File: config.mk
export PLATFORM = sky130hd
export DESIGN_NAME = core_tracker
export DESIGN_NICKNAME = d
export VERILOG_FILES = /design/src/sched_pkg.sv /design/src/pdes_event_pkg.sv /design/src/core_tracker.sv
export SDC_FILE = /design/constraint.sdc
export NUM_CORES = 1
export LEC_CHECK = 0
export BUFFER_PORTS_ARGS = -buffer_cell sky130_fd_sc_hd__buf_4
export CORE_MARGIN = 2
export CORE_UTILIZATION = 30
export CTS_BUF_LIST = sky130_fd_sc_hd__clkbuf_8
export CTS_CLUSTER_DIAMETER = 80
export DETAILED_ROUTE_END_ITERATION = 7
export SLEW_MARGIN = 0
export SYNTH_ARGS = -nofsm -noshare
export SYNTH_HDL_FRONTEND = slang
export SYNTH_SLANG_ARGS = --single-unit
File: constraint.sdc
create_clock -name clk -period 17.76 [get_ports clk]
set_input_delay 4.44 -clock clk [delete_from_list [all_inputs] [get_ports clk]]
set_output_delay 4.44 -clock clk [all_outputs]
set_load 0.05 [all_outputs]
File: src/sched_pkg.sv
package sched_pkg;

   localparam int NUM_CORE = 4;
   localparam int NB_COREID = 2;

   typedef logic [NB_COREID-1:0] core_id_t;
   typedef logic [NUM_CORE-1:0] core_vec_t;

   // pending event storage
   localparam int Q_DEPTH = 16;
   localparam int NB_QCNT = 5;

   typedef logic [3:0] init_cnt_t;
   typedef logic [31:0] stat_cnt_t;

   typedef enum logic [2:0] {
      S_IDLE,
      S_INIT,
      S_READY,
      S_RUNNING,
      S_FINISHED
   } run_state_t;

endpackage

File: src/pdes_event_pkg.sv
package pdes_event_pkg;

   localparam int TIME_WID = 16;
   localparam int NB_LPID = 8;

   typedef logic [TIME_WID-1:0] time_t;
   typedef logic [NB_LPID-1:0] lp_id_t;

   // cancel set marks an anti-message
   typedef struct packed {
      logic   cancel;
      lp_id_t lp;
      time_t  ts;
   } event_msg_t;

   // marker for "no value" in minimum searches
   localparam time_t TIME_MAX = '1;

   // "no new event" from a core, acked but never queued
   localparam event_msg_t NULL_MSG = '{cancel: 1'b1, lp: '0, ts: '0};

endpackage
File: src/core_tracker.sv
`timescale 1ns/1ns

module core_tracker (
   input  logic                  clk,
   input  logic                  rst_n,
   input  logic                  disp_vld,
   input  sched_pkg::core_id_t   disp_core,
   input  pdes_event_pkg::time_t disp_time,
   input  sched_pkg::core_vec_t  core_ready,
   output pdes_event_pkg::time_t min_time,
   output logic                  cores_idle
);

   sched_pkg::core_vec_t active;
   pdes_event_pkg::time_t held [sched_pkg::NUM_CORE];

   // a dispatch wins over the ready level still seen in that cycle
   always_ff @(posedge clk or negedge rst_n) begin
      if (!rst_n) begin
         active <= '0;
      end else begin
         for (int c = 0; c < sched_pkg::NUM_CORE; c++) begin
            if (disp_vld && disp_core == sched_pkg::core_id_t'(c)) begin
               active[c] <= 1'b1;
            end else if (core_ready[c]) begin
               active[c] <= 1'b0;
            end
         end
      end
   end

   always_ff @(posedge clk) begin
      if (disp_vld) held[disp_core] <= disp_time;
   end

   always_comb begin
      min_time = pdes_event_pkg::TIME_MAX;
      for (int c = 0; c < sched_pkg::NUM_CORE; c++) begin
         if (active[c] && held[c] < min_time) min_time = held[c];
      end
   end

   assign cores_idle = ~|active;

endmodule

==> summary.md <==
| Metric | Value |
|---|---|
| Largest stage delay, worst path | 850 ps |
| Clk network pwr share | 0.264 |
| Min cycle time layout | 12970 ps |
| GP Congestion | 0.9674 |
| Clk buf depth | 2 |
| N_diodes | 0 |
| CP Max Fanout | 17 |
| Layout cell share with drive strength beyond 1 | 0.2166 |
| Post-Synthesis Mean Instance Area | 11.22 um2 |
| Slew HR | 0.3402 |
| Vias/cell | 5.651 |
| CP Class | flip-flop to primary output |
| Post-Syn Area | 0.004342 mm2 |
| Worst setup startpoint | held[0][1] |
| Sw Share | 0.3829 |
| Width of the chip | 124.3 um |
| Synth Register Bits | 68 |
| Final setup viols | 0 |
| CP Capture Type | primary output |
| Worst-Margin Slew | 989.8 ps |
| Total power | 0.5353 mW |
| # fillers | 1397 |
| Final Non-Filler Cells | 614 |
| Area Growth Syn to Fin | 16.60% |
| Power density cells | 105.7 mW/mm2 |
| Period utilization | 0.7301 |
| Setup Buffers After CTS | 0 |
| Number of synthesis warnings | 0 |
| Share of flip-flops with an asynchronous set or reset | 0.05882 |
| Worst-Skew Late Latency | 350 ps |
| DR vias | 3470 |
| Full die area | 0.01545 mm2 |
| Root buf cell | clkbuf_8 |
| Initial DRC count | 187 |
| CP Buf/Inv Count | 3 |
| FP Rows | 43 |
| Status | finished, final reports clean |
| Lkg Pwr | 1.953 nW |
| RSZ-0062 raised after global routing | no |
| Inst Count DP | 598 |
| Largest net degree at the start of global routing | 18 |
| Total gr overflow | 0 |
| Arrival time worst endpoint | 8530 ps |
| Worst hold path type | flip-flop to flip-flop |
| Net Count, Synth | 454 |
| # H-tree levels | 3 |
| RR Startpoint | active[0] |
| Setup TNS Final | 0 ps |
| Drt first pass iters | 5 |
| Final wirelength | 11.92 mm |
| CP delay by family, top | compound AO/OA/AOI/OAI gates |
| Gate Count Post-Synth | 387 |
| Met1 Use GR | 0.2220 |
| Initial antenna violation count | 0 |
| Leading cell type in the layout, fill and taps excluded | edfxtp_1 |
| # DRC | 0 |
| Vias in the first global route | 3443 |
| Comb power frac | 0.378 |
| CTS tree | built |
| Util after Layout | 0.3619 |
| GR peak layer | met2 |
| Max Freq | 77.12 MHz |
| Cts hold-fix bufs | 0 |
| Maximum vdd drop | 0.04347 mV |
| Tot GR Track Use | 0.1567 |
| Clk sink count | 68 |
| Max-Cap Viols | 0 |
| EDFF count, synth | 64 |
| Final Skew | 0 ps |
| Post-DP HPWL | 9.282 mm |
| TritonCTS buffer count | 9 |
| Slew Viols, Final | 0 |
| Most frequent cells in the layout | 64 x edfxtp_1, 54 x nor2_1, 46 x buf_4, 42 x ha_1, 29 x nand2_1 |
| I/O pins | 42 |
| Post-synthesis mux area share | 0.003458 |
| Main combinational cell family by area after synthesis | compound AO/OA/AOI/OAI gates |
| Synth Area in Adders | 0.1210 |
| Xor/xnor share of the synthesized area | 0 |
| Core area | 0.01399 mm2 |
| Flop pwr share | 0.358 |
| Sequential element share of the synthesized area | 0.4657 |
| First-pass GRT wire length | 18.77 mm |
| Nets | 496 |
| Dominant synthesized flop cell | edfxtp_1 |
| Slowest stage cell on the critical path | o41ai_4 |
| Crit path launch type | flip-flop |
| Met2 GRT Util | 0.2298 |
| Chip height | 124.3 um |
| M3 GR Usage | 0.04510 |
| DRT antenna net count | 0 |
| Synth cell types | 53 |
| Switch Pwr | 0.2050 mW |
| Routed WL per cell | 19.41 um |
| Port Buffers | 41 |
| CP required | 13320 ps |
| Simple-gate portion of the synthesized area | 0.1369 |
| # resized after CTS | 0 |
| CTS clk-pin slew, worst paths | 70 ps |
| Fraction of the mapped netlist area in compound gates | 0.2464 |
| Final Hold Vio Count | 0 |
| Hold path startpoint | active[1] |
| Initial Util | 0.3104 |
| P_int | 0.3303 mW |
## state kept, by name (all words and copies together) (netlist names)
signal and count:
held 64, active 4
## worst paths after layout
check,end,slack (ps),depth (start not counted)
worst min register to register,active[1],530,1
max in group asynchronous,active[2],13800,1
worst min-delay path,active[1],530,1
worst max register to register,active[0],16960,1
worst max-delay path,min_time[7],4790,29
min in group asynchronous,active[1],3860,1
## logic make-up (layout without fill, tap and decap cells)
| family | after synthesis | in the layout |
|---|---|---|
| simple gates | 128 | 128 |
| flops | 68 | 68 |
| mux | 1 | 1 |
| buf+inv | 24 | 71 |
| fa+ha+maj | 42 | 42 |
| compound gates | 124 | 124 |
## power groups by stage
stage / combinational [mW] / sequential [mW] / clock [mW]
global route: 0.218 / 0.193 / 0.152
finish: 0.202 / 0.192 / 0.141
global placement: 0.196 / 0.195 / 0
floorplan: 0.146 / 0.192 / 0
CTS: 0.201 / 0.192 / 0.144
detailed placement: 0.201 / 0.195 / 0
## per-layer routing
layer,vias to the layer above,share of wire
met5,-,0
met4,0,0.017
met3,14,0.070
met2,146,0.43
met1,1673,0.49
li1,1637,-
## area by class of cell
| type | count | area (um2) | area share |
|---|---|---|---|
| Clock buffer | 9 | 123.9 | 0.02447 |
| Clock inverter | 7 | 91.34 | 0.01804 |
| Inverter | 9 | 33.78 | 0.006673 |
| Multi-Input combinational cell | 295 | 2221 | 0.4387 |
| Sequential cell | 68 | 2022 | 0.3994 |
| Tap cell | 180 | 225.2 | 0.04449 |
| Timing Repair Buffer | 46 | 345.3 | 0.06822 |
## synthesized netlist by cell type, types with 3 or more instances
cell	count	area share
clkbuf_1	6	0.0052
o41ai_1	4	0.0081
edfxtp_1	64	0.44
nor3_1	5	0.0058
nor4_1	3	0.0043
buf_2	5	0.0058
nor2_1	54	0.047
nor2b_1	5	0.0072
a211oi_1	6	0.010
o41ai_2	11	0.041
inv_1	9	0.0078
o2111ai_1	3	0.0061
nand3_1	5	0.0058
a21o_1	11	0.019
and3_1	3	0.0043
o22ai_1	15	0.022
dfrtp_1	4	0.023
nand2_1	29	0.025
a211oi_2	11	0.032
o21ai_1	6	0.0069
o21ai_0	11	0.013
a32oi_1	15	0.030
ha_1	42	0.12
a21oi_1	14	0.016
nand4_1	13	0.019
## per-stage QoR
stage | worst slack (ps) | instance area [um2] | hold slack [ps]
6_report | 4794 | 5062 | 532.3
5_1_grt | 4109 | 5062 | 561.6
4_1_cts | 4602 | 5051 | 538.6
3_5_place_dp | 4974 | 4836 | 521.2
3_3_place_gp | 5343 | 4836 | 489.5
2_1_floorplan | 6183 | 4342 | 465.0
(Power assumes the default switching activity.)
