File: config.mk
export PLATFORM = sky130hd
export DESIGN_NAME = event_queue
export DESIGN_NICKNAME = d
export VERILOG_FILES = /design/src/sched_pkg.sv /design/src/pdes_event_pkg.sv /design/src/event_queue.sv
export SDC_FILE = /design/constraint.sdc
export NUM_CORES = 1
export LEC_CHECK = 0
export ABC_AREA = 0
export BUFFER_PORTS_ARGS = -buffer_cell sky130_fd_sc_hd__buf_2
export CORE_UTILIZATION = 35
export CTS_BUF_LIST = sky130_fd_sc_hd__clkbuf_2 sky130_fd_sc_hd__clkbuf_4 sky130_fd_sc_hd__clkbuf_8
export CTS_CLUSTER_DIAMETER = 150
export DETAILED_ROUTE_END_ITERATION = 6
export SYNTH_ARGS = -nofsm -noshare
export SYNTH_HDL_FRONTEND = slang
export SYNTH_SLANG_ARGS = --single-unit
File: constraint.sdc
create_clock -name clk -period 5.2 [get_ports clk]
set_input_delay 1.04 -clock clk [delete_from_list [all_inputs] [get_ports clk]]
set_output_delay 1.04 -clock clk [all_outputs]
set_load 0.01 [all_outputs]
File: src/sched_pkg.sv
package sched_pkg;

   localparam int NUM_CORE = 4;
   localparam int NB_COREID = 2;

   typedef logic [NB_COREID-1:0] core_id_t;
   typedef logic [NUM_CORE-1:0] core_vec_t;

   // pending event storage
   localparam int Q_DEPTH = 16;
   localparam int NB_QCNT = 5;

   typedef logic [3:0] init_cnt_t;
   typedef logic [31:0] stat_cnt_t;

   typedef enum logic [2:0] {
      S_IDLE,
      S_INIT,
      S_READY,
      S_RUNNING,
      S_FINISHED
   } run_state_t;

endpackage

File: src/pdes_event_pkg.sv
package pdes_event_pkg;

   localparam int TIME_WID = 16;
   localparam int NB_LPID = 8;

   typedef logic [TIME_WID-1:0] time_t;
   typedef logic [NB_LPID-1:0] lp_id_t;

   // cancel set marks an anti-message
   typedef struct packed {
      logic   cancel;
      lp_id_t lp;
      time_t  ts;
   } event_msg_t;

   // marker for "no value" in minimum searches
   localparam time_t TIME_MAX = '1;

   // "no new event" from a core, acked but never queued
   localparam event_msg_t NULL_MSG = '{cancel: 1'b1, lp: '0, ts: '0};

endpackage
File: src/event_queue.sv
`timescale 1ns/1ns

module event_queue (
   input  logic                       clk,
   input  logic                       rst_n,
   input  logic                       enq,
   input  logic                       deq,
   input  pdes_event_pkg::event_msg_t enq_msg,
   output pdes_event_pkg::event_msg_t head_msg,
   output logic                       full,
   output logic                       empty
);

   pdes_event_pkg::event_msg_t slots [sched_pkg::Q_DEPTH];
   logic [sched_pkg::NB_QCNT-1:0] cnt;
   logic [sched_pkg::Q_DEPTH-1:0] goes_before;

   // earlier time first, anti-message first on a tie
   function automatic logic ahead_of(pdes_event_pkg::event_msg_t a,
                                     pdes_event_pkg::event_msg_t b);
      return (a.ts < b.ts) || ((a.ts == b.ts) && a.cancel && !b.cancel);
   endfunction

   // empty slots count as behind the new event, so the flags stay monotone
   always_comb begin
      for (int j = 0; j < sched_pkg::Q_DEPTH; j++) begin
         goes_before[j] = (j >= int'(cnt)) || ahead_of(enq_msg, slots[j]);
      end
   end

   always_ff @(posedge clk) begin
      if (enq && !full) begin
         if (goes_before[0]) begin
            slots[0] <= enq_msg;
         end
         for (int j = 1; j < sched_pkg::Q_DEPTH; j++) begin
            if (goes_before[j]) begin
               slots[j] <= goes_before[j-1] ? slots[j-1] : enq_msg;
            end
         end
      end else if (deq && !empty) begin
         for (int j = 0; j < sched_pkg::Q_DEPTH - 1; j++) begin
            slots[j] <= slots[j+1];
         end
      end
   end

   always_ff @(posedge clk or negedge rst_n) begin
      if (!rst_n) begin
         cnt <= '0;
      end else if (enq && !full) begin
         cnt <= cnt + 1'b1;
      end else if (deq && !empty) begin
         cnt <= cnt - 1'b1;
      end
   end

   assign head_msg = slots[0];
   assign full = (cnt == sched_pkg::NB_QCNT'(sched_pkg::Q_DEPTH));
   assign empty = (cnt == '0);

endmodule

==> flow_metrics.py <==
metrics = {
    "timing": {
        "relSlewSlack_pct": 29.0,
        "tightest_slew_ns": 1.06,
        "fin_skew_ns": 0.0279,
        "finalWorstSetupSlack_ns": 1.20,
        "rsz0062_at_grt": "false",
        "fin_crit_ns": 4.00,
        "finalSetupTns_ns": 0,
        "clock.fmax_mhz": 250,
        "setup_viol": 0,
        "drv_slew": 0,
        "finalCritPeriodShare_pct": 77.0,
        "hold_violations": 0,
    },
    "global_route": {
        "grt_max_degree": 214,
        "first_global_vias": 21650,
        "grt_overflow": 0,
        "antenna_found_initial": 3,
        "grt_usage_pct": 18.1,
        "grt_first_pass_wirelength_um": 119000,
    },
    "clocking": {
        "clk_latency_ns": 0.67,
        "cts_tree": "done",
        "clock_path_buffers": 3,
        "cts_buffers": 70,
        "clk_pin_slew_ns": 0.06,
        "cts-resized-gates": 0,
        "cts_root_buffer": "clkbuf_8",
        "post_cts_buffers": 0,
        "cts_hold_buf": 0,
        "cts.sinks": 405,
        "htreeDepth": 3,
    },
    "yosys": {
        "synth_area_um2": 28000,
        "synth_top_cell_area_share_pct": 42.9,
        "synth-seq-cells": 405,
        "post_synth_main_area_contributors": "edfxtp_1, ha_1, mux2i_1",
        "ys_warn_count": 0,
        "yosysSeqAreaShare_pct": 43.4,
        "async_reset_ff_share_pct": 1.23,
        "synth_top_area_cell": "edfxtp_1",
        "syn_avg_cell_area_um2": 10.0,
        "syn_nets": 3079,
        "ys.flop_type": "edfxtp_1",
        "synth_most_common_cell": "edfxtp_1",
        "synth_cells": 2789,
        "synthTopCellsByCount": "edfxtp_1, o21ai_0, a21oi_1, ha_1, inv_1",
        "yosysUniqueCellTypes": 74,
        "synth_edf_count": 400,
    },
    "critical_path": {
        "worstPathRequired_ns": 5.56,
        "cp_num_buf_inv": 3,
        "critical-path-max-stage-delay_ns": 0.82,
        "path_cells": "buf_2, buf_4, ha_1, nand2_1, nor4_1, o21ai_0, o211ai_2, a31oi_2, buf_4",
        "arrival_ns": 4.37,
        "cp_max_fo": 25,
        "cp_top_family": "compound AO/OA/AOI/OAI gates",
        "r2r_cells": 8,
        "worstSetupStartpointType": "input pin",
        "critical-path-slowest-cell": "nor4_1",
        "crit_type": "input pin to flop",
        "cp_num_cells": 9,
        "cp-end-kind": "flop",
        "crit_top_cell": "buf_4",
    },
    "place": {
        "routabilityCongestion": 0.817,
        "post_dp_cell_area_um2": 29000,
        "pre_cts_ws_ns": 0.629,
        "dp_hpwl_um": 54100,
        "io_buffers": 55,
        "post-place-cells": 3729,
    },
    "drt": {
        "top_layer": "met5",
        "met1_length_um": 34900,
        "drtPass1Iterations": 5,
        "wire_per_inst_um": 19.5,
        "viasPerCell": 5.58,
        "ant_nets": 0,
        "dr_wl_met2_um": 35600,
        "dr_total_vias": 21438,
        "met3_length_um": 3070,
        "drt_iter0_drc": 1599,
        "drc": 0,
        "routed_wirelength_um": 74800,
    },
    "floorplanning": {
        "coreArea_um2": 79000,
        "row_count": 103,
        "die_w_um": 285,
        "io_pins": 56,
        "die_h_um": 285,
        "dieArea_um2": 81100,
        "initial_utilization_pct": 35.4,
    },
    "power": {
        "power_density_nw_per_um2": 672,
        "ir_drop_mv": 0.268,
        "leakage_nw": 12.5,
    },
    "layout": {
        "fin_area_um2": 30300,
        "area_delta_synth_final_pct": 8.18,
        "fin_cells": 3844,
        "drive_above_1_share_pct": 11.9,
        "final_nets": 3041,
    },
    "outcome": {
        "status": "complete, no violations",
    },
    "worst_hold_path": {
        "hp-class": "input pin to asynchronous set/reset pin",
    },
    "job": {
        "cap_viol_max_count": 0,
    },
}
-- report_power, final --
part	switching, mW	internal, mW	total, mW
Combinational	6.04	3.96	10.0
Sequential	1.20	6.35	7.56
Clock	1.39	1.39	2.77
Total	8.63	11.7	20.3
-- per-layer routing --
metal	up-vias	track usage [%]
li1	10312	-
met2	448	30.1
met4	4	4.68
met5	-	0
met3	104	2.35
met1	10570	24.7
-- cell families (layout without fill, tap and decap cells) --
logic type               Yosys count  after routing  share of synthesized area (%)
multiplexers                     259            259                           9.81
buffers and inverters            490            494                           7.78
AO/OA/AOI/OAI                    994            994                           20.9
AND/OR/NAND/NOR                  376            376                           6.35
other                              0              1                              0
adder cells (fa/ha/maj)          261            261                           11.7
flip-flops                       405            405                           43.4
XOR/XNOR                           4              4                          0.125
-- worst reg2reg max path: cells and delay by family (launching register included) --
kind          cells  cell delay [ns]
buf+inv           3             0.90
simple gates      4             1.49
fa+ha+maj         1             0.26
flops             1             0.61
-- through the flow --
stage | util [%] | power, mW | hold WS [ns]
4_1_cts | 38.3 | 20.4 | 0.182
3_5_place_dp | 36.8 | 17.6 | 0.528
2_1_floorplan | - | 14.9 | 0.510
3_3_place_gp | 36.8 | 17.3 | 0.525
5_1_grt | 38.3 | 21.9 | 0.200
6_report | 38.3 | 20.3 | 0.222
-- area by class of cell --
| cell class | instances | area [um2] |
|---|---|---|
| sequential | 405 | 12100 |
| antenna | 1 | 2.50 |
| tap | 1050 | 1310 |
| inverter | 254 | 953 |
| timing repair buffer | 126 | 833 |
| fill | 7756 | 48700 |
| multi-input combinational | 1894 | 13800 |
| clock buffer | 89 | 1110 |
| clock inverter | 25 | 115 |
-- state kept, by name (all words and copies together) (netlist names) --
register and cells:
cnt 5, slots 400
-- layout by cell type (no fill, tap or decap), types with 4 or more instances in the layout --
| cell | instances |
|---|---|
| a2111o_1 | 4 |
| nor2_1 | 156 |
| nand2b_1 | 5 |
| a21boi_0 | 6 |
| o21a_1 | 6 |
| buf_4 | 69 |
| a31oi_2 | 6 |
| nand4_1 | 49 |
| o211ai_2 | 4 |
| edfxtp_1 | 400 |
| o211a_1 | 8 |
| nor3b_1 | 5 |
| clkinvlp_4 | 5 |
| mux2i_1 | 196 |
| a21o_1 | 38 |
| and4b_1 | 7 |
| mux2_2 | 43 |
| nor2b_1 | 14 |
| clkinv_1 | 18 |
| a21oi_2 | 13 |
| ha_1 | 261 |
| nor4_1 | 11 |
| a31oi_1 | 153 |
| clkbuf_8 | 71 |
| o211ai_1 | 13 |
| a22oi_1 | 92 |
| buf_2 | 55 |
| nor3_1 | 4 |
| o21ai_1 | 9 |
| a21oi_1 | 286 |
| nand3_1 | 9 |
| dfrtp_1 | 5 |
| o21ai_0 | 328 |
| inv_1 | 254 |
| mux2_4 | 20 |
| nand2_1 | 96 |
| clkbuf_4 | 18 |
-- final timing paths --
kind | startpoint | end | slack (ns)
max | enq_msg[10] | slots[2][21] | 1.20
min | rst_n | cnt[4] | 0.22
max reg2reg | cnt[1] | slots[5][37] | 1.59
min reg2reg | slots[7][45] | slots[7][20] | 0.54
max in group asynchronous | rst_n | cnt[2] | 4.82
min in group clk | slots[7][45] | slots[7][20] | 0.54
Power figures use the tool's default switching activity.
