===== config.mk =====
export PLATFORM = sky130hd
export DESIGN_NAME = run_control
export DESIGN_NICKNAME = d
export VERILOG_FILES = /design/src/sched_pkg.sv /design/src/pdes_event_pkg.sv /design/src/run_control.sv
export SDC_FILE = /design/constraint.sdc
export NUM_CORES = 1
export LEC_CHECK = 0
export BUFFER_PORTS_ARGS = -buffer_cell sky130_fd_sc_hd__buf_4
export CORE_UTILIZATION = 44
export CTS_BUF_LIST = sky130_fd_sc_hd__clkbuf_2 sky130_fd_sc_hd__clkbuf_4 sky130_fd_sc_hd__clkbuf_8
export CTS_CLUSTER_DIAMETER = 60
export CTS_CLUSTER_SIZE = 20
export DETAILED_ROUTE_END_ITERATION = 16
export HOLD_SLACK_MARGIN = 0.12
export PLACE_DENSITY_LB_ADDON = 0.2
export SLEW_MARGIN = 20
export SYNTH_ARGS = -nofsm -noshare
export SYNTH_HDL_FRONTEND = slang
export SYNTH_SLANG_ARGS = --single-unit
export TNS_END_PERCENT = 50

===== constraint.sdc =====
create_clock -name clk -period 2.78 [get_ports clk]
set_clock_uncertainty 0.15 [all_clocks]
set_input_delay 0.556 -clock clk [delete_from_list [all_inputs] [get_ports clk]]
set_output_delay 0.556 -clock clk [all_outputs]
set_load 0.02 [all_outputs]

===== src/sched_pkg.sv =====
package sched_pkg;

   localparam int NUM_CORE = 4;
   localparam int NB_COREID = 2;

   typedef logic [NB_COREID-1:0] core_id_t;
   typedef logic [NUM_CORE-1:0] core_vec_t;

   // pending event storage
   localparam int Q_DEPTH = 16;
   localparam int NB_QCNT = 5;

   typedef logic [3:0] init_cnt_t;
   typedef logic [31:0] stat_cnt_t;

   typedef enum logic [2:0] {
      S_IDLE,
      S_INIT,
      S_READY,
      S_RUNNING,
      S_FINISHED
   } run_state_t;

endpackage


===== src/pdes_event_pkg.sv =====
package pdes_event_pkg;

   localparam int TIME_WID = 16;
   localparam int NB_LPID = 8;

   typedef logic [TIME_WID-1:0] time_t;
   typedef logic [NB_LPID-1:0] lp_id_t;

   // cancel set marks an anti-message
   typedef struct packed {
      logic   cancel;
      lp_id_t lp;
      time_t  ts;
   } event_msg_t;

   // marker for "no value" in minimum searches
   localparam time_t TIME_MAX = '1;

   // "no new event" from a core, acked but never queued
   localparam event_msg_t NULL_MSG = '{cancel: 1'b1, lp: '0, ts: '0};

endpackage

===== src/run_control.sv =====
`timescale 1ns/1ns

module run_control (
   input  logic                       clk,
   input  logic                       rst_n,
   input  sched_pkg::init_cnt_t       num_init_events,
   input  pdes_event_pkg::lp_id_t     lp_mask,
   input  pdes_event_pkg::time_t      gvt,
   input  pdes_event_pkg::time_t      sim_end,
   input  logic                       cores_idle,
   input  logic                       q_full,
   output logic                       init_enq,
   output pdes_event_pkg::event_msg_t init_msg,
   output logic                       running,
   output logic                       dispatch_en,
   output logic                       rtn_vld,
   output logic                       cleanup
);

   sched_pkg::run_state_t state;
   sched_pkg::run_state_t state_nxt;
   logic [4:0] init_cnt;
   logic [4:0] init_end;
   logic init_done;
   logic end_reached;
   logic rtn_nxt;
   logic cleanup_nxt;

   // one initial event every second cycle
   assign init_end = {num_init_events, 1'b0};
   assign init_done = (init_cnt + 5'd1) >= init_end;
   assign end_reached = gvt > sim_end;

   always_comb begin
      state_nxt = state;
      rtn_nxt = rtn_vld;
      cleanup_nxt = 1'b0;
      case (state)
         sched_pkg::S_IDLE: begin
            // a finished run stays parked until reset
            if (!rtn_vld) state_nxt = sched_pkg::S_INIT;
         end
         sched_pkg::S_INIT: begin
            if (init_done) state_nxt = sched_pkg::S_READY;
         end
         sched_pkg::S_READY: begin
            state_nxt = sched_pkg::S_RUNNING;
         end
         sched_pkg::S_RUNNING: begin
            if (end_reached) begin
               rtn_nxt = 1'b1;
               if (cores_idle) state_nxt = sched_pkg::S_FINISHED;
            end
         end
         sched_pkg::S_FINISHED: begin
            state_nxt = sched_pkg::S_IDLE;
            rtn_nxt = 1'b1;
            cleanup_nxt = 1'b1;
         end
         default: begin
            state_nxt = sched_pkg::S_IDLE;
         end
      endcase
   end

   // queue overflow aborts the run
   always_ff @(posedge clk or negedge rst_n) begin
      if (!rst_n) begin
         state <= sched_pkg::S_IDLE;
         init_cnt <= '0;
         rtn_vld <= 1'b0;
         cleanup <= 1'b0;
      end else begin
         state <= state_nxt;
         init_cnt <= (state == sched_pkg::S_INIT) ? init_cnt + 5'd1 : 5'd0;
         rtn_vld <= rtn_nxt || q_full;
         cleanup <= cleanup_nxt || q_full;
      end
   end

   assign init_enq = (state == sched_pkg::S_INIT) && !init_cnt[0] && (init_cnt < init_end);
   assign init_msg = '{cancel: 1'b0,
                       lp: lp_mask & pdes_event_pkg::lp_id_t'(init_cnt[4:1]),
                       ts: '0};

   assign running = (state == sched_pkg::S_RUNNING);
   assign dispatch_en = running && !end_reached && !rtn_vld;

endmodule


==> out/metrics.csv <==
stage,metric,value,unit
run_status,status,finished clean,
global_routing,global-route wire length before repair,4790,um
critical_path,CP max stage cell,a2111o_1,
global_routing,gr usage total,0.191,
critical_path,Worst Path Buf+Inv,2,
power,VDD IR max,369,uV
detailed_routing,1st-iter DRT viols,16,
global_routing,vias in the first global route,1143,
power,Pwr Density,453,nW/um^2
yosys,Mean Syn Cell Area,8.45,um^2
placement,Placer Congestion,0.787,
finish,n_diodes,0,
floorplan,I/O pin cnt,78,
critical_path,WP data required,2.07,ns
hold_path,worst min path class,primary input to register,
cts,CTS Root Cell,clkbuf_4,
floorplan,die height,55.3,um
yosys,Synth top area share,0.240,
critical_path,"Max FO, Critical Path",4,
yosys,Synth area leader,ha_1,
critical_path,Setup crit start kind,primary input,
global_routing,largest net degree at the start of global routing,11,
cts,CTS max path bufs,2,
critical_path,reg2reg end,state[1],
finish,Area Overhead vs Synth,50.5,%
finish,Total Nets Final,282,
finish,non-filler instance count after layout,239,
timing,fin crit period,2.73,ns
detailed_routing,drt total wl,2910,um
timing,fin. max-slew vios,0,
finish,share of cells above drive strength 1,0.464,
timing,Final setup viols,0,
critical_path,max incr delay on CP,0.47,ns
timing,number of hold violations in the final report,0,
global_routing,GRT overflow,0,
yosys,post-synthesis sequential area ratio,0.200,
timing,Fin Hold WS,0.346,ns
hold_path,hold path endpoint,cleanup,
finish,final core occ,0.727,
floorplan,initial core utilization,0.483,
yosys,post-synth cell types,37,
critical_path,top cell family by delay on the critical path,compound AO/OA/AOI/OAI gates,
detailed_routing,vias per cell,4.94,
floorplan,die area,3060,um^2
timing,RSZ-0062 raised after global routing,yes,
placement,pre-CTS setup slack,-0.142,ns
critical_path,crit path kind,primary input to output port,
yosys,Yosys reg bits,10,
cts,worst skew pair latency,0.27,ns
critical_path,FF-to-FF setup slack,0.41,ns
timing,setup_tns,0,ns
detailed_routing,# DRC,0,
hold_path,hold path cells,2,
yosys,"top cells by area, synth","ha_1 24%, dfrtp_1 20%, buf_4 13%",
cts,CTS tree,yes,
critical_path,CP endpoint kind,output port,
placement,dpl hpwl,2170,um
cts,Num CTS Buffers,3,
global_routing,initial antenna violation count,0,
yosys,synthesized cell area,1250,um^2
yosys,synth warn,0,
finish,fin area,1880,um^2
critical_path,Reg2Reg Depth,8,
critical_path,worst path cell trace,buf_4 > ha_4 > nand4_1 > a2111o_1 > a31oi_2 > nor4_2 > buf_4,
timing,Tcrit/Tclk final,0.981,
placement,# port buffers,52,
critical_path,data arrival time of the critical path,2.02,ns
detailed_routing,post-route ant nets,0,
power,Pleak,0.972,nW
detailed_routing,Pre-antenna DRT Iters,4,
timing,f_max,367,MHz
yosys,Gate Count Post-Synth,148,
cts,"Reg clk slew, reported paths",0.06,ns
detailed_routing,Vias,1181,
hold_path,HP Start,q_full,
placement,area post-placement,1620,um^2
critical_path,cell mode on critical path,buf_4,
cts,Sink Count,10,
floorplan,CORE AREA,2590,um^2
floorplan,Rows,18,
critical_path,worst r2r src,init_cnt[0],
placement,Inst Count DP,232,
detailed_routing,Routed wire per std cell,12.2,um
cts,H-tree depth,1,
power,total power,0.852,mW
timing,final worst-path setup slack,0.0542,ns
run,maxcap violations,0,
floorplan,Die X-Extent,55.3,um
## how the worst max path moves through the flow
stage                     start           to  slack, ns  cells after the start
global placement         gvt[7]  dispatch_en      -0.06                      8
finish                  gvt[15]  dispatch_en       0.05                      7
detailed placement       gvt[7]  dispatch_en      -0.14                      8
CTS                 sim_end[11]  dispatch_en     -0.004                      9
global route        sim_end[15]  dispatch_en      -0.04                      8
floorplan           sim_end[14]  dispatch_en      -0.17                      6
## cells in the final DEF, fill, tap and decap left out, types with 2 or more instances in the layout
master / Yosys / final
inv_2: 0 / 6
nand3_1: 4 / 4
nand2_1: 5 / 4
inv_4: 0 / 4
buf_4: 21 / 53
a21oi_1: 8 / 6
o21ai_2: 1 / 2
a21oi_2: 0 / 2
a221oi_2: 1 / 2
dfrtp_1: 10 / 10
a21o_1: 3 / 3
nand2b_1: 2 / 2
and2_1: 7 / 7
buf_6: 1 / 5
conb_1: 1 / 21
nor2_1: 7 / 7
inv_1: 22 / 12
xnor2_1: 2 / 2
clkbuf_4: 0 / 3
ha_4: 0 / 11
ha_1: 24 / 13
nor4_2: 0 / 2
o21ai_0: 3 / 2
nand4_1: 4 / 4
nor3_1: 2 / 2
## worst reg2reg max path, stage by stage (launching register included)
cell and delay, ns:
dfrtp_1 0.42, ha_1 0.21, nand3_1 0.11, xnor2_1 0.16, ha_1 0.30, nor2_1 0.05
a211oi_1 0.38, o211ai_2 0.20, a221oi_2 0.30
## logic make-up (layout without fill, tap and decap cells)
| logic type | Yosys count | in the layout | share of synthesized area |
|---|---|---|---|
| AO/OA/AOI/OAI | 26 | 26 | 0.147 |
| XOR/XNOR | 3 | 3 | 0.0210 |
| adder cells (fa/ha/maj) | 24 | 24 | 0.240 |
| buffers and inverters | 44 | 85 | 0.201 |
| flip-flops | 10 | 10 | 0.200 |
| other | 1 | 21 | 0.00300 |
| AND/OR/NAND/NOR | 40 | 40 | 0.188 |
## synthesized netlist by cell type (all sizes together)
| cell type | instances |
|---|---|
| nor2 | 7 |
| a211o | 1 |
| a2111o | 1 |
| nand2 | 5 |
| or3 | 1 |
| dfrtp | 10 |
| a211oi | 1 |
| o21ai | 5 |
| a221oi | 2 |
| nor2b | 1 |
| ha | 24 |
| a21oi | 8 |
| a21o | 3 |
| nor3b | 1 |
| nor4b | 1 |
| xor2 | 1 |
| a31oi | 2 |
| and4bb | 1 |
| o211ai | 2 |
| inv | 22 |
| and3b | 1 |
| or3b | 1 |
| nor3 | 2 |
| nand4 | 4 |
| nand2b | 2 |
| nor4 | 2 |
| and2 | 7 |
| buf | 22 |
| nand3 | 4 |
| conb | 1 |
| a2111oi | 1 |
| xnor2 | 2 |
## final cells by class
cell class	instances	area, um^2
clock buffers	4	36.3
fillers	185	707
inverters	22	92.6
multi-input cells	114	1000
flip-flops and latches	10	250
well taps	30	37.5
repair buffers	59	464
## routing by layer
metal  share of wire  track usage
met3           0.065       0.0398
met1            0.42        0.223
met4           0.019       0.0857
met2            0.50        0.334
met5               0            0
## flip-flops by register name, summed over array words and instances, names as in the netlist
register	cells
rtn_vld	1
cleanup	1
init_cnt	5
state	3
## power by group
group	total (mW)	switching [mW]	internal, mW
clock network	0.133	0.0535	0.0796
registers	0.230	0.0533	0.177
logic	0.489	0.257	0.232
total	0.852	0.364	0.488
## timing repair
item | in CTS | in global routing
cloned | 0 | 0
pin swaps | 10 | 5
setup endpoints to repair | 1 | 1
buffers inserted | 1 | 1
resized for setup | 30 | 9
hold buffers | 1 | 0
endpoints found under the hold margin | 10 | 0
Power figures use the tool's default switching activity.
