## config.mk

```make
export PLATFORM = sky130hd
export DESIGN_NAME = event_stats
export DESIGN_NICKNAME = d
export VERILOG_FILES = /design/src/sched_pkg.sv /design/src/event_stats.sv
export SDC_FILE = /design/constraint.sdc
export NUM_CORES = 1
export LEC_CHECK = 0
export BUFFER_PORTS_ARGS = -buffer_cell sky130_fd_sc_hd__buf_2
export CORE_UTILIZATION = 49
export DETAILED_ROUTE_END_ITERATION = 10
export PLACE_DENSITY = 0.76
export SLEW_MARGIN = 10
export SYNTH_ARGS = -nofsm -noshare
export SYNTH_HDL_FRONTEND = slang
export SYNTH_SLANG_ARGS = --single-unit
```

## constraint.sdc

```tcl
create_clock -name clk -period 1.42 [get_ports clk]
set_input_delay 0.142 -clock clk [delete_from_list [all_inputs] [get_ports clk]]
set_output_delay 0.142 -clock clk [all_outputs]
set_load 0.02 [all_outputs]
```

## src/sched_pkg.sv

```systemverilog
package sched_pkg;

   localparam int NUM_CORE = 4;
   localparam int NB_COREID = 2;

   typedef logic [NB_COREID-1:0] core_id_t;
   typedef logic [NUM_CORE-1:0] core_vec_t;

   // pending event storage
   localparam int Q_DEPTH = 16;
   localparam int NB_QCNT = 5;

   typedef logic [3:0] init_cnt_t;
   typedef logic [31:0] stat_cnt_t;

   typedef enum logic [2:0] {
      S_IDLE,
      S_INIT,
      S_READY,
      S_RUNNING,
      S_FINISHED
   } run_state_t;

endpackage

```

## src/event_stats.sv

```systemverilog
`timescale 1ns/1ns

module event_stats (
   input  logic                 clk,
   input  logic                 rst_n,
   input  logic                 running,
   input  logic                 disp_vld,
   input  logic                 disp_cancel,
   output sched_pkg::stat_cnt_t total_cycles,
   output sched_pkg::stat_cnt_t total_events,
   output sched_pkg::stat_cnt_t total_antimsg
);

   always_ff @(posedge clk or negedge rst_n) begin
      if (!rst_n) begin
         total_cycles <= '0;
         total_events <= '0;
         total_antimsg <= '0;
      end else begin
         if (running) total_cycles <= total_cycles + 1'b1;
         if (disp_vld) total_events <= total_events + 1'b1;
         // anti-messages also count as events
         if (disp_vld && disp_cancel) total_antimsg <= total_antimsg + 1'b1;
      end
   end

endmodule

```

==> results.tsv, run 1 <==
stage	metric	value	unit
setup_path	crit end category	flip-flop	
sta	Fmax achieved	0.678	GHz
setup_path	crit path buf inv count	1	
synthesis	cells after synthesis	382	
die	Core Region	0.00876	mm^2
cells_and_area	Antenna diodes	0	
grt	Most Crowded Layer GR	met2	
power	Max IR drop VDD	0.997	mV
job	# Max-Cap Violations	0	
setup_path	Largest stage delay, worst path	420	ps
grt	largest net degree at the start of global routing	97	
min_path	worst hold-check path type	primary input to flip-flop	
clocking	TritonCTS clock tree	yes	
cells_and_area	final net count	592	
grt	antenna violations before repair	0	
setup_path	crit-path cells	ha_4 > and3_4 > nor3b_4 > buf_12 > nand4_1 > xnor2_1	
sta	RSZ-0062 raised after global routing	yes	
setup_path	CP startpoint kind	flip-flop	
power	Seq pwr share	45.5	%
synthesis	sequential share of the synthesized area	53.8	%
placement	dpl hpwl	7210	um
sta	min Tclk post-route	1470	ps
synthesis	EDFF count, synth	0	
synthesis	Post-Syn Area	0.00446	mm^2
synthesis	Yosys warning total	0	
power	clock share of power	27.4	%
clocking	H-tree Lvls	3	
clocking	Clock Tree Buf Depth	2	
sta	final setup vio count	21	
power	PwrDens	1160	mW/mm^2
detailed_routing	detailed-route vias per instance	5.28	
cells_and_area	share of layout cells above drive strength 1	51.1	%
synthesis	ys flop type	dfrtp_1	
power	LEAKAGE	3.13	nW
sta	Max-slew headroom	65.9	%
grt	first-pass GRT wire length	16700	um
clocking	CTS Buf Count	9	
cells_and_area	fin cells	697	
detailed_routing	first-iteration detailed-routing DRC count	73	
grt	met2 global-route usage	36.0	%
outcome	status	complete, but fails checks	
power	combinational share of power	27.1	%
cells_and_area	area delta synth->final	41.5	%
detailed_routing	vias	3682	
sta	setup TNS	-425	ps
detailed_routing	ANT nets after route	0	
setup_path	Crit Path Class	flip-flop to flip-flop	
die	Top Ports	101	
setup_path	Data arrival, critical path	1720	ps
detailed_routing	Routed WL per cell	15.0	um
die	die width	97.4	um
die	Die Y	97.4	um
sta	Clock Skew	13.4	ps
synthesis	library cells used by synthesis	31	
grt	grt met1 use	27.8	%
setup_path	Worst Path Max Fanout	12	
detailed_routing	final WL	10500	um
grt	vias in the first global route	3595	
placement	Placement Setup Slack	-46.1	ps
grt	Congestion Overflow GR	0	
synthesis	Seq cells post-synth	96	
placement	Port Buffers	100	
clocking	clk sinks	96	
grt	GRT Total Usage	21.6	%
synthesis	net count after synthesis	390	
sta	setup ws final	-54.9	ps
power	Sw Share	31.0	%
placement	Inst Count DP	656	
detailed_routing	DRT Pass-1 Iters	4	
clocking	clk_lat worst skew	360	ps
cells_and_area	Finished Cell Area	0.00631	mm^2
synthesis	Avg Inst Size Synth	11.7	um^2
synthesis	Post-synth ARST share	100	%
sta	Tcrit/Tclk final	104	%
placement	Final GP Congestion	0.811	
cells_and_area	fill cell count	625	
power	P_sw	2.28	mW
placement	placed inst area	0.00579	mm^2
grt	met3 GRT Util	4.46	%
clocking	clock slew at reported path FFs	100	ps
power	Pint	5.07	mW
outcome	violated checks	negative setup slack	
sta	Slew Limit Fails	0	
detailed_routing	remaining routing DRC violations	0	
sta	Worst-Margin Slew	511	ps
sta	Hold Fails Final Rpt	0	
setup_path	CP delay by family, top	simple AND/OR/NAND/NOR gates	
die	initial core utilization	50.9	%
setup_path	critical path required time	1660	ps
setup_path	CP max-delay cell	dfrtp_2	
die	Die ar.	0.00949	mm^2
die	row cnt	34	
cells_and_area	final core utilization	72.0	%
clocking	clock root buffer	clkbuf_8	
layer usage:
layer | vias to the layer above | wire (um)
met5 | - | 0
met4 | 0 | 207
met3 | 20 | 454
met1 | 1826 | 4520
met2 | 87 | 5290
li1 | 1749 | -
layout by cell type, fill, tap and decap left out, types with 2 or more instances in the layout:
cell type | netlist | final
buf_2 | 2 | 99
buf_4 | 3 | 88
xnor2_1 | 80 | 80
dfrtp_2 | 0 | 51
dfrtp_1 | 96 | 45
nand4_1 | 39 | 39
nand2_1 | 38 | 36
nand3_1 | 26 | 22
xor2_1 | 13 | 13
and3_1 | 15 | 12
nor2_1 | 11 | 11
clkbuf_8 | 0 | 10
and4_1 | 8 | 8
buf_6 | 1 | 7
nor4_4 | 3 | 6
and2_1 | 5 | 6
inv_1 | 5 | 5
nand4b_1 | 5 | 5
nand4_2 | 4 | 4
buf_12 | 0 | 4
nor3_4 | 1 | 3
mux2_2 | 3 | 3
nor3_1 | 5 | 3
ha_4 | 0 | 3
nand3_4 | 0 | 2
nor3_2 | 2 | 2
nand3_2 | 0 | 2
nand4_4 | 2 | 2
and3_4 | 0 | 2
nor4_1 | 2 | 2
and3_2 | 1 | 2
nand2_2 | 0 | 2
bufinv_16 | 0 | 2
clkinv_4 | 0 | 2
cells in the mapped netlist (all sizes together), types with 8 or more instances:
| master | count | area, um^2 |
|---|---|---|
| nor2 | 12 | 47.6 |
| nor4 | 8 | 114 |
| nand3 | 26 | 130 |
| and4 | 8 | 70.1 |
| and3 | 16 | 101 |
| dfrtp | 96 | 2400 |
| nor3 | 8 | 61.3 |
| xnor2 | 80 | 701 |
| xor2 | 13 | 114 |
| nand2 | 38 | 143 |
| nand4 | 45 | 337 |
worst register-to-register path: cells and delay by family, from the launching register on:
kind / cells / cell delay, ps
simple gates: 3 / 500
flops: 1 / 420
buf+inv: 1 / 160
fa+ha+maj: 1 / 140
xor+xnor: 1 / 140
state kept, by name (all words and copies together), names as in the netlist:
signal,count
total_events,32
total_cycles,32
total_antimsg,32
through the flow:
stage          hold slack (ps)  total power [mW]
2_1_floorplan             -154              4.28
3_3_place_gp               237              5.05
3_5_place_dp               242              5.12
4_1_cts                   32.1              7.16
5_1_grt                   82.3              7.71
6_report                  79.1              7.35
power by group through the flow:
stage / logic [mW] / registers [mW] / clock network (mW)
final: 1.99 / 3.35 / 2.01
after floorplan: 0.475 / 3.81 / 0
after global placement: 1.67 / 3.38 / 0
after CTS: 1.74 / 3.35 / 2.07
after global routing: 2.16 / 3.39 / 2.16
after detailed placement: 1.71 / 3.41 / 0
final timing paths:
| path | startpoint | endpoint | slack (ps) | cells past startpoint |
|---|---|---|---|---|
| setup / recovery | total_events[1] | total_events[12] | -50 | 6 |
| hold / removal | running | total_cycles[0] | 80 | 2 |
| setup reg to reg | total_events[1] | total_events[12] | -50 | 6 |
| hold reg to reg | total_cycles[31] | total_cycles[31] | 480 | 1 |
| max in group asynchronous | rst_n | total_antimsg[10] | 630 | 3 |
| min in group asynchronous | rst_n | total_cycles[24] | 350 | 3 |
cells by family (layout without fill, tap and decap cells):
logic type,count (synthesis),count (layout),synth area share (%)
and+or+nand+nor,174,174,24.7
DFF,96,96,53.8
xor gates and xnor gates,93,93,18.3
buffers and inverters,13,220,1.57
adders and majority gates,3,3,0.841
muxes,3,3,0.757
final cells by class:
class | instances | area (um^2) | area share (%)
clock buffer | 10 | 138 | 2.18
clock inverter | 6 | 91.3 | 1.45
inverter | 5 | 18.8 | 0.297
multi-input combinational | 273 | 2140 | 33.9
sequential | 96 | 2470 | 39.1
tap | 108 | 135 | 2.14
timing repair buffer | 199 | 1330 | 21.0
repair_timing:
action / in CTS / in global routing
gates cloned: 0 / 2
setup endpoints to repair: 22 / 51
resized for setup: 3 / 21
hold endpoints to repair: 96 / 0
hold buffers: 1 / 0
buffers inserted: 3 / 19
pin swaps: 6 / 24
Power figures use the tool's default switching activity.
==> run 2, diff against run 1 <==
--- a/config.mk
+++ b/config.mk
@@ -9,6 +9,7 @@
 export CORE_UTILIZATION = 49
 export DETAILED_ROUTE_END_ITERATION = 10
 export PLACE_DENSITY = 0.76
+export SKIP_CTS_REPAIR_TIMING = 1
 export SLEW_MARGIN = 10
 export SYNTH_ARGS = -nofsm -noshare
 export SYNTH_HDL_FRONTEND = slang
==> results.tsv, run 2 (synthesized netlist as in run 1, its figures left out) <==
stage	metric	value	unit
placement	Final GP Congestion	0.811	
setup_path	crit end category	flip-flop	
outcome	status	complete, but fails checks	
clocking	clk sinks	96	
setup_path	critical path required time	1660	ps
grt	Congestion Overflow GR	0	
setup_path	FF-to-FF End	total_events[12]	
cells_and_area	final net count	591	
sta	final setup vio count	14	
power	Seq pwr share	46.1	%
sta	Hold Fails Final Rpt	0	
sta	Fmax achieved	0.677	GHz
cells_and_area	share of layout cells above drive strength 1	51.0	%
grt	vias in the first global route	3572	
min_path	worst hold-check path type	primary input to flip-flop	
detailed_routing	ANT nets after route	0	
clocking	Clock Tree Buf Depth	2	
cells_and_area	commonest non-fill, non-tap cell in the layout	buf_2	
setup_path	CP startpoint kind	flip-flop	
cells_and_area	area delta synth->final	41.3	%
grt	GRT Total Usage	21.4	%
die	Die ar.	0.00949	mm^2
sta	min Tclk post-route	1480	ps
sta	setup TNS	-345	ps
job	# Max-Cap Violations	0	
clocking	clk_lat worst skew	360	ps
die	Core Region	0.00876	mm^2
sta	Clock Skew	12.1	ps
sta	RSZ-0062 raised after global routing	yes	
min_path	worst hold stages	2	
detailed_routing	DRT Pass-1 Iters	4	
sta	Slew Limit Fails	0	
sta	Tcrit/Tclk final	104	%
power	Max IR drop VDD	0.970	mV
power	clock share of power	27.4	%
setup_path	Crit Path Class	flip-flop to flip-flop	
outcome	violated checks	negative setup slack	
clocking	CTS Buf Count	9	
clocking	H-tree Lvls	3	
min_path	min-delay src	running	
cells_and_area	largest registers	total_antimsg x32, total_cycles x32, total_events x32	
detailed_routing	detailed-route vias per instance	5.24	
sta	setup ws final	-56.9	ps
die	initial core utilization	50.9	%
placement	dpl hpwl	7210	um
setup_path	Register-to-Register Path Depth	6	
setup_path	CP max-delay cell	dfrtp_2	
die	die width	97.4	um
power	combinational share of power	26.5	%
sta	Max-slew headroom	66.0	%
clocking	clock root buffer	clkbuf_8	
power	PwrDens	1160	mW/mm^2
setup_path	crit-path cells	ha_4 > and3_4 > nor3b_4 > buf_12 > nand4_1 > xnor2_1	
power	Total Power	7.30	mW
detailed_routing	first-iteration detailed-routing DRC count	64	
setup_path	Critical R2R Launch	total_events[1]	
power	Sw Share	31.0	%
grt	largest net degree at the start of global routing	97	
sta	Hold WS	79.8	ps
cells_and_area	fill cell count	620	
power	P_sw	2.27	mW
detailed_routing	final WL	10400	um
grt	antenna violations before repair	0	
setup_path	Worst Path Max Fanout	12	
die	row cnt	34	
detailed_routing	vias	3650	
die	Die Y	97.4	um
min_path	worst hold path endpoint	total_cycles[0]	
setup_path	R2R Setup Slk	-60	ps
power	Pint	5.03	mW
setup_path	Data arrival, critical path	1720	ps
grt	first-pass GRT wire length	16600	um
detailed_routing	remaining routing DRC violations	0	
clocking	TritonCTS clock tree	yes	
placement	Port Buffers	100	
cells_and_area	Antenna diodes	0	
power	LEAKAGE	3.13	nW
detailed_routing	Routed WL per cell	14.9	um
clocking	clock slew at reported path FFs	100	ps
die	Top Ports	101	
cells_and_area	fin cells	696	
setup_path	Largest stage delay, worst path	420	ps
sta	Worst-Margin Slew	510	ps
cells_and_area	most frequent cells in the layout	buf_2, buf_4, xnor2_1	
placement	Inst Count DP	656	
cells_and_area	final core utilization	72.0	%
==> run 2: cell types whose count changed in the layout (fill, tap and decap cells not counted), sizes merged <==
cell | before | now
buf | 198 | 197
==> run 2: stage by stage <==
step / setup WS, ps / cell area (um^2)
final: -56.9 / 6310
after global routing: -114 / 6310
after CTS: -70.3 / 6010
after detailed placement: -46.1 / 5790
after global placement: -6.13 / 5790
after floorplan: -96.9 / 4610
==> run 2: critical path, delay by kind of cell (launching register included) <==
kind / cells / cell delay, ps
xor+xnor: 1 / 140
fa+ha+maj: 1 / 140
buf+inv: 1 / 160
simple gates: 3 / 500
flops: 1 / 420
==> run 2: worst max-delay path by stage <==
stage / start / end / slack (ps)
floorplan: total_events[0] / total_events[22] / -100
global placement: total_antimsg[1] / total_antimsg[31] / -6
detailed placement: total_events[1] / total_events[28] / -50
CTS: total_events[1] / total_events[12] / -70
global route: total_events[0] / total_events[12] / -110
finish: total_events[1] / total_events[12] / -60
==> run 2: power groups by stage <==
stage / logic [mW] / clock network, mW / registers [mW]
after global placement: 1.67 / 0 / 3.38
after global routing: 2.10 / 2.16 / 3.41
after detailed placement: 1.71 / 0 / 3.41
after floorplan: 0.475 / 0 / 3.81
after CTS: 1.73 / 2.07 / 3.35
final: 1.93 / 2.00 / 3.37
==> run 2: layer usage <==
layer / vias to the layer above / GRT usage, % / wire, um
li1: 1747 / - / -
met1: 1806 / 27.5 / 4560
met2: 81 / 35.7 / 5200
met3: 16 / 4.46 / 464
met4: 0 / 8.14 / 170
met5: - / 0 / 0
==> run 2: final cells by class <==
class | count | area [um^2] | area share (%)
flip-flops and latches | 96 | 2460 | 39.1
multi-input cells | 273 | 2150 | 34.1
repair buffers | 198 | 1310 | 20.7
clock buffers | 10 | 138 | 2.18
well taps | 108 | 135 | 2.14
clock inverters | 6 | 91.3 | 1.45
inverters | 5 | 18.8 | 0.298
