$ cat config.mk
export PLATFORM = sky130hd
export DESIGN_NAME = gvt_unit
export DESIGN_NICKNAME = d
export VERILOG_FILES = /design/src/pdes_event_pkg.sv /design/src/gvt_unit.sv
export SDC_FILE = /design/constraint.sdc
export NUM_CORES = 1
export LEC_CHECK = 0
export BUFFER_PORTS_ARGS = -buffer_cell sky130_fd_sc_hd__buf_4
export CORE_MARGIN = 1.5
export CORE_UTILIZATION = 50
export CTS_CLUSTER_SIZE = 25
export DETAILED_ROUTE_END_ITERATION = 10
export PLACE_DENSITY = 0.79
export SLEW_MARGIN = 0
export SYNTH_ARGS = -nofsm -noshare
export SYNTH_HDL_FRONTEND = slang
export SYNTH_SLANG_ARGS = --single-unit
$ cat constraint.sdc
create_clock -name clk -period 0.87 [get_ports clk]
set_clock_uncertainty 0.15 [all_clocks]
set_input_delay 0.087 -clock clk [delete_from_list [all_inputs] [get_ports clk]]
set_output_delay 0.087 -clock clk [all_outputs]
set_load 0.05 [all_outputs]
$ cat src/pdes_event_pkg.sv
package pdes_event_pkg;

   localparam int TIME_WID = 16;
   localparam int NB_LPID = 8;

   typedef logic [TIME_WID-1:0] time_t;
   typedef logic [NB_LPID-1:0] lp_id_t;

   // cancel set marks an anti-message
   typedef struct packed {
      logic   cancel;
      lp_id_t lp;
      time_t  ts;
   } event_msg_t;

   // marker for "no value" in minimum searches
   localparam time_t TIME_MAX = '1;

   // "no new event" from a core, acked but never queued
   localparam event_msg_t NULL_MSG = '{cancel: 1'b1, lp: '0, ts: '0};

endpackage
$ cat src/gvt_unit.sv
`timescale 1ns/1ns

module gvt_unit (
   input  logic                  clk,
   input  logic                  rst_n,
   input  logic                  running,
   input  logic                  q_empty,
   input  pdes_event_pkg::time_t head_time,
   input  pdes_event_pkg::time_t core_min,
   output pdes_event_pkg::time_t gvt
);

   pdes_event_pkg::time_t q_min;
   pdes_event_pkg::time_t gvt_nxt;

   assign q_min = q_empty ? pdes_event_pkg::TIME_MAX : head_time;
   assign gvt_nxt = (q_min < core_min) ? q_min : core_min;

   // nothing pending anywhere, keep the last bound
   always_ff @(posedge clk or negedge rst_n) begin
      if (!rst_n) begin
         gvt <= '0;
      end else if (running && gvt_nxt != pdes_event_pkg::TIME_MAX) begin
         gvt <= gvt_nxt;
      end
   end

endmodule

==> results_dict.tcl, run 1 <==
set metrics [dict create \
    start_kind "primary input" \
    synth_cells 174 \
    synth_mux_area_share_pct 0 \
    route.detailed.drc 0 \
    root_buffer "clkbuf_4" \
    cts.sinks 16 \
    synth_fp_nets 225 \
    power_switching_mw 1.90 \
    reg_top3 "gvt: 16 flops" \
    synth-main-ff-cell "dfrtp_1" \
    ios 52 \
    vias_per_cell 7.09 \
    synthMostInstantiatedCell "inv_1" \
    die_area_um2 3460 \
    largest_register_ff_count 16 \
    syn_to_final_growth_pct 83.3 \
    hp-class "primary input to async pin" \
    final_area_um2 2860 \
    cts_buffers 3 \
    regArea_um2 400 \
    initial_core_util_pct 51.9 \
    fp.dieW_um 58.8 \
    async_reset_ff_share_pct 100 \
    criticalPathCategory "primary input to register" \
    whs_ns 0.0252 \
    power_mw 4.23 \
    synth_top_family_by_area "compound AO/OA/AOI/OAI gates" \
    netlist_area_um2 1560 \
    synth-edff-count 0 \
    relSlewSlack_pct 60.4 \
    tightest_slew_ns 0.588 \
    ys_seq_elements 16 \
    cts_tree "built" \
    port_buffers 51 \
    core_um2 3000 \
    yosys.area.top_type_share_pct 25.7 \
    fin_nets 333 \
    synthDistinctLibCells 31 \
    rows 20 \
    drive_above_1_share_pct 64.1 \
    yosysSeqAreaShare_pct 25.7 \
    htree_levels 1 \
    crit_path_top_delay_cell "or3_4" \
    reg2reg_from "gvt[9]" \
    antenna_left 0 \
    cp-startpoint "q_empty" \
    place_inst 296 \
    max_cap_viol_count 0 \
    final.period_utilization_pct 262 \
    setup_viol 32 \
    reg2reg_depth 3 \
    grt_pass1_wl_um 11000 \
    intPower_mw 2.33 \
    drtIter0Drc 225 \
    clk_pin_slew_ns 0.10 \
    synth_commonest_cells "31 x inv_1, 17 x nor4_1, 16 x a211oi_1, 16 x dfrtp_1, 16 x or2_2" \
    synth_top_area_cell "dfrtp_1" \
    nFillCells 74 \
    clkLatencyLatePin_ns 0.30 \
    synthAdderAreaFrac_pct 12.0 \
    critPathMaxStageDelay_ns 0.44 \
    power_frac_comb_pct 62.8 \
    worst-path-stages 10 \
    crit_chain "buf_12 -> buf_6 -> or2_4 -> ha_4 -> a211o_1 -> a21oi_2 -> o31ai_4 -> or3_4 -> buf_8 -> a311oi_2" \
    placed_cell_area_um2 2420 \
    crit_required_ns 0.93 \
    hold_viol 0 \
    overflow 0 \
    cp_top_family "compound AO/OA/AOI/OAI gates" \
    layout_setup_ws_ns -1.41 \
    antenna_found_initial 0 \
    gp_congestion 0.891 \
    wl_per_cell_um 26.2 \
    reg2reg_slack_ns -0.20 \
    fin_cells 314 \
    pwr-share-clk_pct 12.2 \
    grt_max_degree 17 \
    switching_share_pct 44.9 \
    dp_hpwl_um 4090 \
    power.density_nw_per_um2 1480 \
    fmax_mhz 439 \
    synth-simple-area-share_pct 20.8 \
    cts_buffer_depth 2 \
    status "finished, violations left" \
    rr_endpoint "gvt[9]" \
    worst-endpoint-arrival_ns 2.34 \
    grt_use_total_pct 43.6 \
    drt_wl_total_um 8220 \
    cp-end-kind "register" \
    multi_input_area_um2 1250 \
    leakagePower_nw 1.28 \
    pwr-share-seq_pct 25.0 \
    vias 2225 \
    synth_xor_area_share_pct 0 \
    rsz0062_at_grt "yes" \
    grt_pass1_vias 2214 \
    dieHeight_um 58.8 \
    dr.pass1.iters 5 \
    post-route-min-period_ns 2.28 \
    drv_slew 0 \
    vdd_drop_max_uv 1620 \
    avgSynthCellArea_um2 8.95 \
    failed_checks "setup timing" \
    antennaDiodeCount 0 \
    synth_compound_area_share_pct 29.9 \
    largest_register "gvt" \
    crit_buf_inv 3 \
    critPathCapture "gvt[6]" \
    critPathMaxFanout 8 \
    ys_warn_count 0 \
    ys_top_cells_by_area "dfrtp_1 26%, ha_1 12%, a311oi_2 9.6%" \
]
==> layout make-up <==
cell class	instances	share of cell area, %
multi-input cells	115	44.0
repair buffers	114	35.1
flip-flops and latches	16	14.0
inverters	32	4.21
well taps	33	1.45
clock buffers	4	1.27
==> power groups by stage <==
stage | registers, mW | logic [mW] | clock network (mW)
floorplan | 1.58 | 0.698 | 0
global route | 1.06 | 2.76 | 0.539
CTS | 1.03 | 2.33 | 0.497
global placement | 1.01 | 2.01 | 0
detailed placement | 1.01 | 2.06 | 0
finish | 1.05 | 2.65 | 0.516
==> through the flow <==
step	util, %	setup WS [ns]	TNS (ns)
floorplan	-	-1.49	-23.04
global placement	80.5	-1.60	-25.23
CTS	91.4	-1.28	-23.22
global route	95.1	-1.43	-26.69
detailed placement	80.5	-1.64	-25.86
finish	95.1	-1.41	-25.89
==> metal layers <==
layer / vias up / track usage (%) / share of wire, %
met5: - / 0 / 0
met1: 996 / 48.5 / 33
met4: 0 / 26.0 / 9.2
li1: 885 / - / -
met3: 95 / 9.45 / 11
met2: 249 / 75.6 / 46
==> cell usage in the layout (no fill, tap or decap), drive strengths merged, types with 2 or more instances in the layout <==
| cell | count |
|---|---|
| o21a | 2 |
| or3 | 2 |
| a311oi | 16 |
| clkbuf | 4 |
| buf | 113 |
| a21oi | 5 |
| inv | 32 |
| nand4 | 11 |
| a211oi | 16 |
| dfrtp | 16 |
| nand2 | 2 |
| ha | 15 |
| nor4 | 17 |
| or2 | 16 |
==> cells by family (layout without fill, tap and decap cells) <==
logic type / count (synthesis) / after routing
compound gates: 48 / 48
fa+ha+maj: 15 / 15
flops: 16 / 16
buf+inv: 43 / 150
simple gates: 52 / 52
==> worst reg2reg max path: stages (launching register included) <==
cell and delay, ns:
dfrtp_1 0.41, buf_4 0.13, inv_1 0.04, a311oi_2 0.25
==> repair_timing <==
action,in CTS,in global routing
setup buffers,4,7
endpoints found under the hold margin,16,0
pin swaps,12,4
resized for setup,43,9
hold buffers,1,0
endpoints found under the setup margin,32,32
gates cloned,2,0
==> how the worst min path moves through the flow <==
stage / start / end / slack (ns)
floorplan: rst_n / gvt[0] / -0.36
finish: rst_n / gvt[13] / 0.03
CTS: rst_n / gvt[13] / 0.04
global route: rst_n / gvt[10] / 0.04
detailed placement: rst_n / gvt[10] / -0.19
global placement: rst_n / gvt[0] / -0.20
No activity file was read; power rests on OpenSTA's default activity.
==> run 2: changes to the inputs <==
--- a/config.mk
+++ b/config.mk
@@ -6,7 +6,7 @@
 export NUM_CORES = 1
 export LEC_CHECK = 0
 export BUFFER_PORTS_ARGS = -buffer_cell sky130_fd_sc_hd__buf_4
-export CORE_MARGIN = 1.5
+export CORE_MARGIN = 4
 export CORE_UTILIZATION = 50
 export CTS_CLUSTER_SIZE = 25
 export DETAILED_ROUTE_END_ITERATION = 10
==> results_dict.tcl, run 2 <==
set metrics [dict create \
    status "stopped before the end" \
    stop_stage "5_1_grt" \
    error "[ERROR DPL-0038] Utilization greater than 100%, impossible to legalize" \
    initial_core_util_pct 54.2 \
    cts_buffer_depth 2 \
    avgSynthCellArea_um2 8.95 \
    rows 19 \
    synth-main-ff-cell "dfrtp_1" \
    ys_top_cells_by_area "dfrtp_1 26%, ha_1 12%, a311oi_2 9.6%" \
    port_buffers 51 \
    ios 52 \
    ys_seq_elements 16 \
    synth_top_area_cell "dfrtp_1" \
    netlist_area_um2 1560 \
    dp_hpwl_um 4560 \
    ys_warn_count 0 \
    synth_cells 174 \
    fp.dieW_um 63.8 \
    placed_cell_area_um2 2430 \
    synth_commonest_cells "31 x inv_1, 17 x nor4_1, 16 x a211oi_1, 16 x dfrtp_1, 16 x or2_2" \
    htree_levels 1 \
    synth_fp_nets 225 \
    cts.sinks 16 \
    yosys.area.top_type_share_pct 25.7 \
    grt_max_degree 17 \
    place_inst 305 \
    pre_cts_slack_ns -1.67 \
    cts_buffers 3 \
    synthDistinctLibCells 31 \
    postGrtWorstEndpoint "gvt[0]$_DFFE_PN0P_/D" \
    worst_path_end_type "register data pin" \
    yosysSeqAreaShare_pct 25.7 \
    synthMostInstantiatedCell "inv_1" \
    root_buffer "clkbuf_4" \
    dieHeight_um 63.8 \
    async_reset_ff_share_pct 100 \
    gp_congestion 0.922 \
    synth-edff-count 0 \
]
run 2: cell counts after synthesis:
Identical to the previous run, type by type.
run 2: stage by stage:
step,hold slack (ns),setup TNS (ns)
after floorplan,-0.359,-23.04
after global placement,-0.205,-25.15
after detailed placement,-0.196,-25.87
after CTS,0.0200,-22.38
run 2: cell families after synthesis:
kind of cell	synth area share (%)
AO/OA/AOI/OAI	29.9
adder cells (fa/ha/maj)	12.0
buffers and inverters	11.6
flip-flops	25.7
AND/OR/NAND/NOR	20.8
run 2: repair_timing:
action / in CTS
pin swaps: 17
endpoints found under the hold margin: 16
cloned: 2
setup buffers: 7
endpoints found under the setup margin: 32
hold buffers: 1
resized for setup: 51
==> run 3: changes to the inputs <==
--- a/config.mk
+++ b/config.mk
@@ -7,10 +7,9 @@
 export LEC_CHECK = 0
 export BUFFER_PORTS_ARGS = -buffer_cell sky130_fd_sc_hd__buf_4
 export CORE_MARGIN = 4
-export CORE_UTILIZATION = 50
-export CTS_CLUSTER_SIZE = 25
+export CORE_UTILIZATION = 35
 export DETAILED_ROUTE_END_ITERATION = 10
-export PLACE_DENSITY = 0.79
+export PLACE_DENSITY_LB_ADDON = 0.15
 export SLEW_MARGIN = 0
 export SYNTH_ARGS = -nofsm -noshare
 export SYNTH_HDL_FRONTEND = slang
==> results_dict.tcl, run 3 (synthesis gave the netlist of run 1 again) <==
set metrics [dict create \
    layout_setup_ws_ns -1.34 \
    initial_core_util_pct 37.6 \
    final.period_utilization_pct 254 \
    port_buffers 51 \
    gp_congestion 0.857 \
    dieHeight_um 74.7 \
    route.detailed.drc 0 \
    htree_levels 1 \
    final_cell_mix "82 x buf_4, 31 x inv_1, 21 x buf_6, 17 x nor4_1" \
    reg2reg_depth 2 \
    reg2reg_slack_ns -0.08 \
    cp-end-kind "register" \
    rsz0062_at_grt "yes" \
    hold_viol 0 \
    clkLatencyLatePin_ns 0.25 \
    relSlewSlack_pct 67.3 \
    failed_checks "setup timing" \
    post-route-min-period_ns 2.21 \
    cts_buffer_depth 2 \
    final_area_um2 2980 \
    final_common_cell "buf_4" \
    cts_tree "built" \
    cts.sinks 16 \
    critPathMaxStageDelay_ns 0.38 \
    grt_pass1_wl_um 9280 \
    tightest_slew_ns 0.486 \
    fin_cells 327 \
    vias 1798 \
    syn_to_final_growth_pct 91.3 \
    critPathMaxFanout 8 \
    largest_register_ff_count 16 \
    reg_top3 "gvt: 16 flops" \
    die_area_um2 5580 \
    crit_top_cell "buf_12" \
    cts_buffers 3 \
    antennaDiodeCount 0 \
    grt_pass1_vias 1892 \
    fmax_mhz 453 \
    placed_cell_area_um2 2460 \
    worst-endpoint-arrival_ns 2.21 \
    overflow 0 \
    leakagePower_nw 1.30 \
    crit_required_ns 0.87 \
    grt_max_degree 17 \
    antenna_left 0 \
    drv_slew 0 \
    start_kind "primary input" \
    crit_chain "buf_12 -> or2_4 -> ha_4 -> a21o_1 -> a221oi_4 -> o31ai_4 -> or3_4 -> buf_12 -> buf_16 -> a311oi_2" \
    status "finished, violations left" \
    hp-class "primary input to async pin" \
    dp_hpwl_um 4360 \
    antenna_found_initial 0 \
    wl_per_cell_um 18.9 \
    crit_path_top_delay_cell "or3_4" \
    ios 52 \
    grt_use_total_pct 21.6 \
    pre_cts_slack_ns -1.67 \
    criticalPathCategory "primary input to register" \
    vdd_drop_max_uv 1420 \
    max_cap_viol_count 0 \
    drtIter0Drc 68 \
    drive_above_1_share_pct 66.4 \
    rr_endpoint "gvt[4]" \
    clk_pin_slew_ns 0.06 \
    power.density_nw_per_um2 1390 \
    root_buffer "clkbuf_8" \
    fp.dieW_um 74.7 \
    drt_wl_total_um 6190 \
    rows 23 \
    dr.pass1.iters 4 \
    core_um2 4140 \
    place_inst 314 \
    vias_per_cell 5.50 \
    fin_nets 330 \
    reg2reg_from "gvt[4]" \
    setup_viol 32 \
    largest_register "gvt" \
]
==> run 3: final cells by class <==
class                      count  area, um2
clock buffer                   3       41.3
sequential                    16        400
fill                         294       1160
tap                           50       62.6
inverter                      32        120
timing repair buffer         111       1020
multi-input combinational    115       1340
==> run 3: worst max-delay path: cells and delay by family <==
kind	cells	cell delay, ns
simple gates	2	0.61
compound gates	4	0.89
fa+ha+maj	1	0.22
buf+inv	3	0.39
==> run 3: metal layers <==
layer	track usage [%]	part of all wire, %	vias up
li1	-	-	871
met1	28.5	45	878
met2	37.0	51	41
met3	2.67	2.7	8
met4	6.52	1.4	0
met5	0	0	-
==> run 3: how the worst max path moves through the flow <==
stage / slack (ns) / start / to
after CTS: -1.32 / q_empty / gvt[14]
after global routing: -1.37 / q_empty / gvt[10]
after global placement: -1.60 / q_empty / gvt[8]
final: -1.34 / q_empty / gvt[6]
after detailed placement: -1.67 / q_empty / gvt[14]
after floorplan: -1.49 / q_empty / gvt[3]
==> run 3: where the power goes <==
part           internal [mW]  switching [mW]  total [mW]
Clock                  0.307           0.244       0.551
Sequential             0.909           0.130        1.04
Combinational           1.17            1.37        2.54
==> run 3: per-stage QoR <==
stage	total power [mW]	hold slack (ns)	setup TNS, ns	util (%)
CTS	3.96	0.0837	-23.49	68.0
detailed placement	3.10	-0.190	-26.01	59.3
finish	4.13	0.0741	-23.49	71.9
global route	4.34	0.0911	-24.36	71.9
global placement	3.05	-0.200	-25.35	59.3
floorplan	2.28	-0.359	-23.04	-
==> run 3: timing repair <==
| item | CTS | global route |
|---|---|---|
| hold buffers | 1 | 0 |
| setup endpoints to repair | 32 | 32 |
| gates cloned | 2 | 0 |
| resized for setup | 46 | 28 |
| buffers inserted | 4 | 4 |
| hold endpoints to repair | 16 | 0 |
| pin swaps | 11 | 16 |
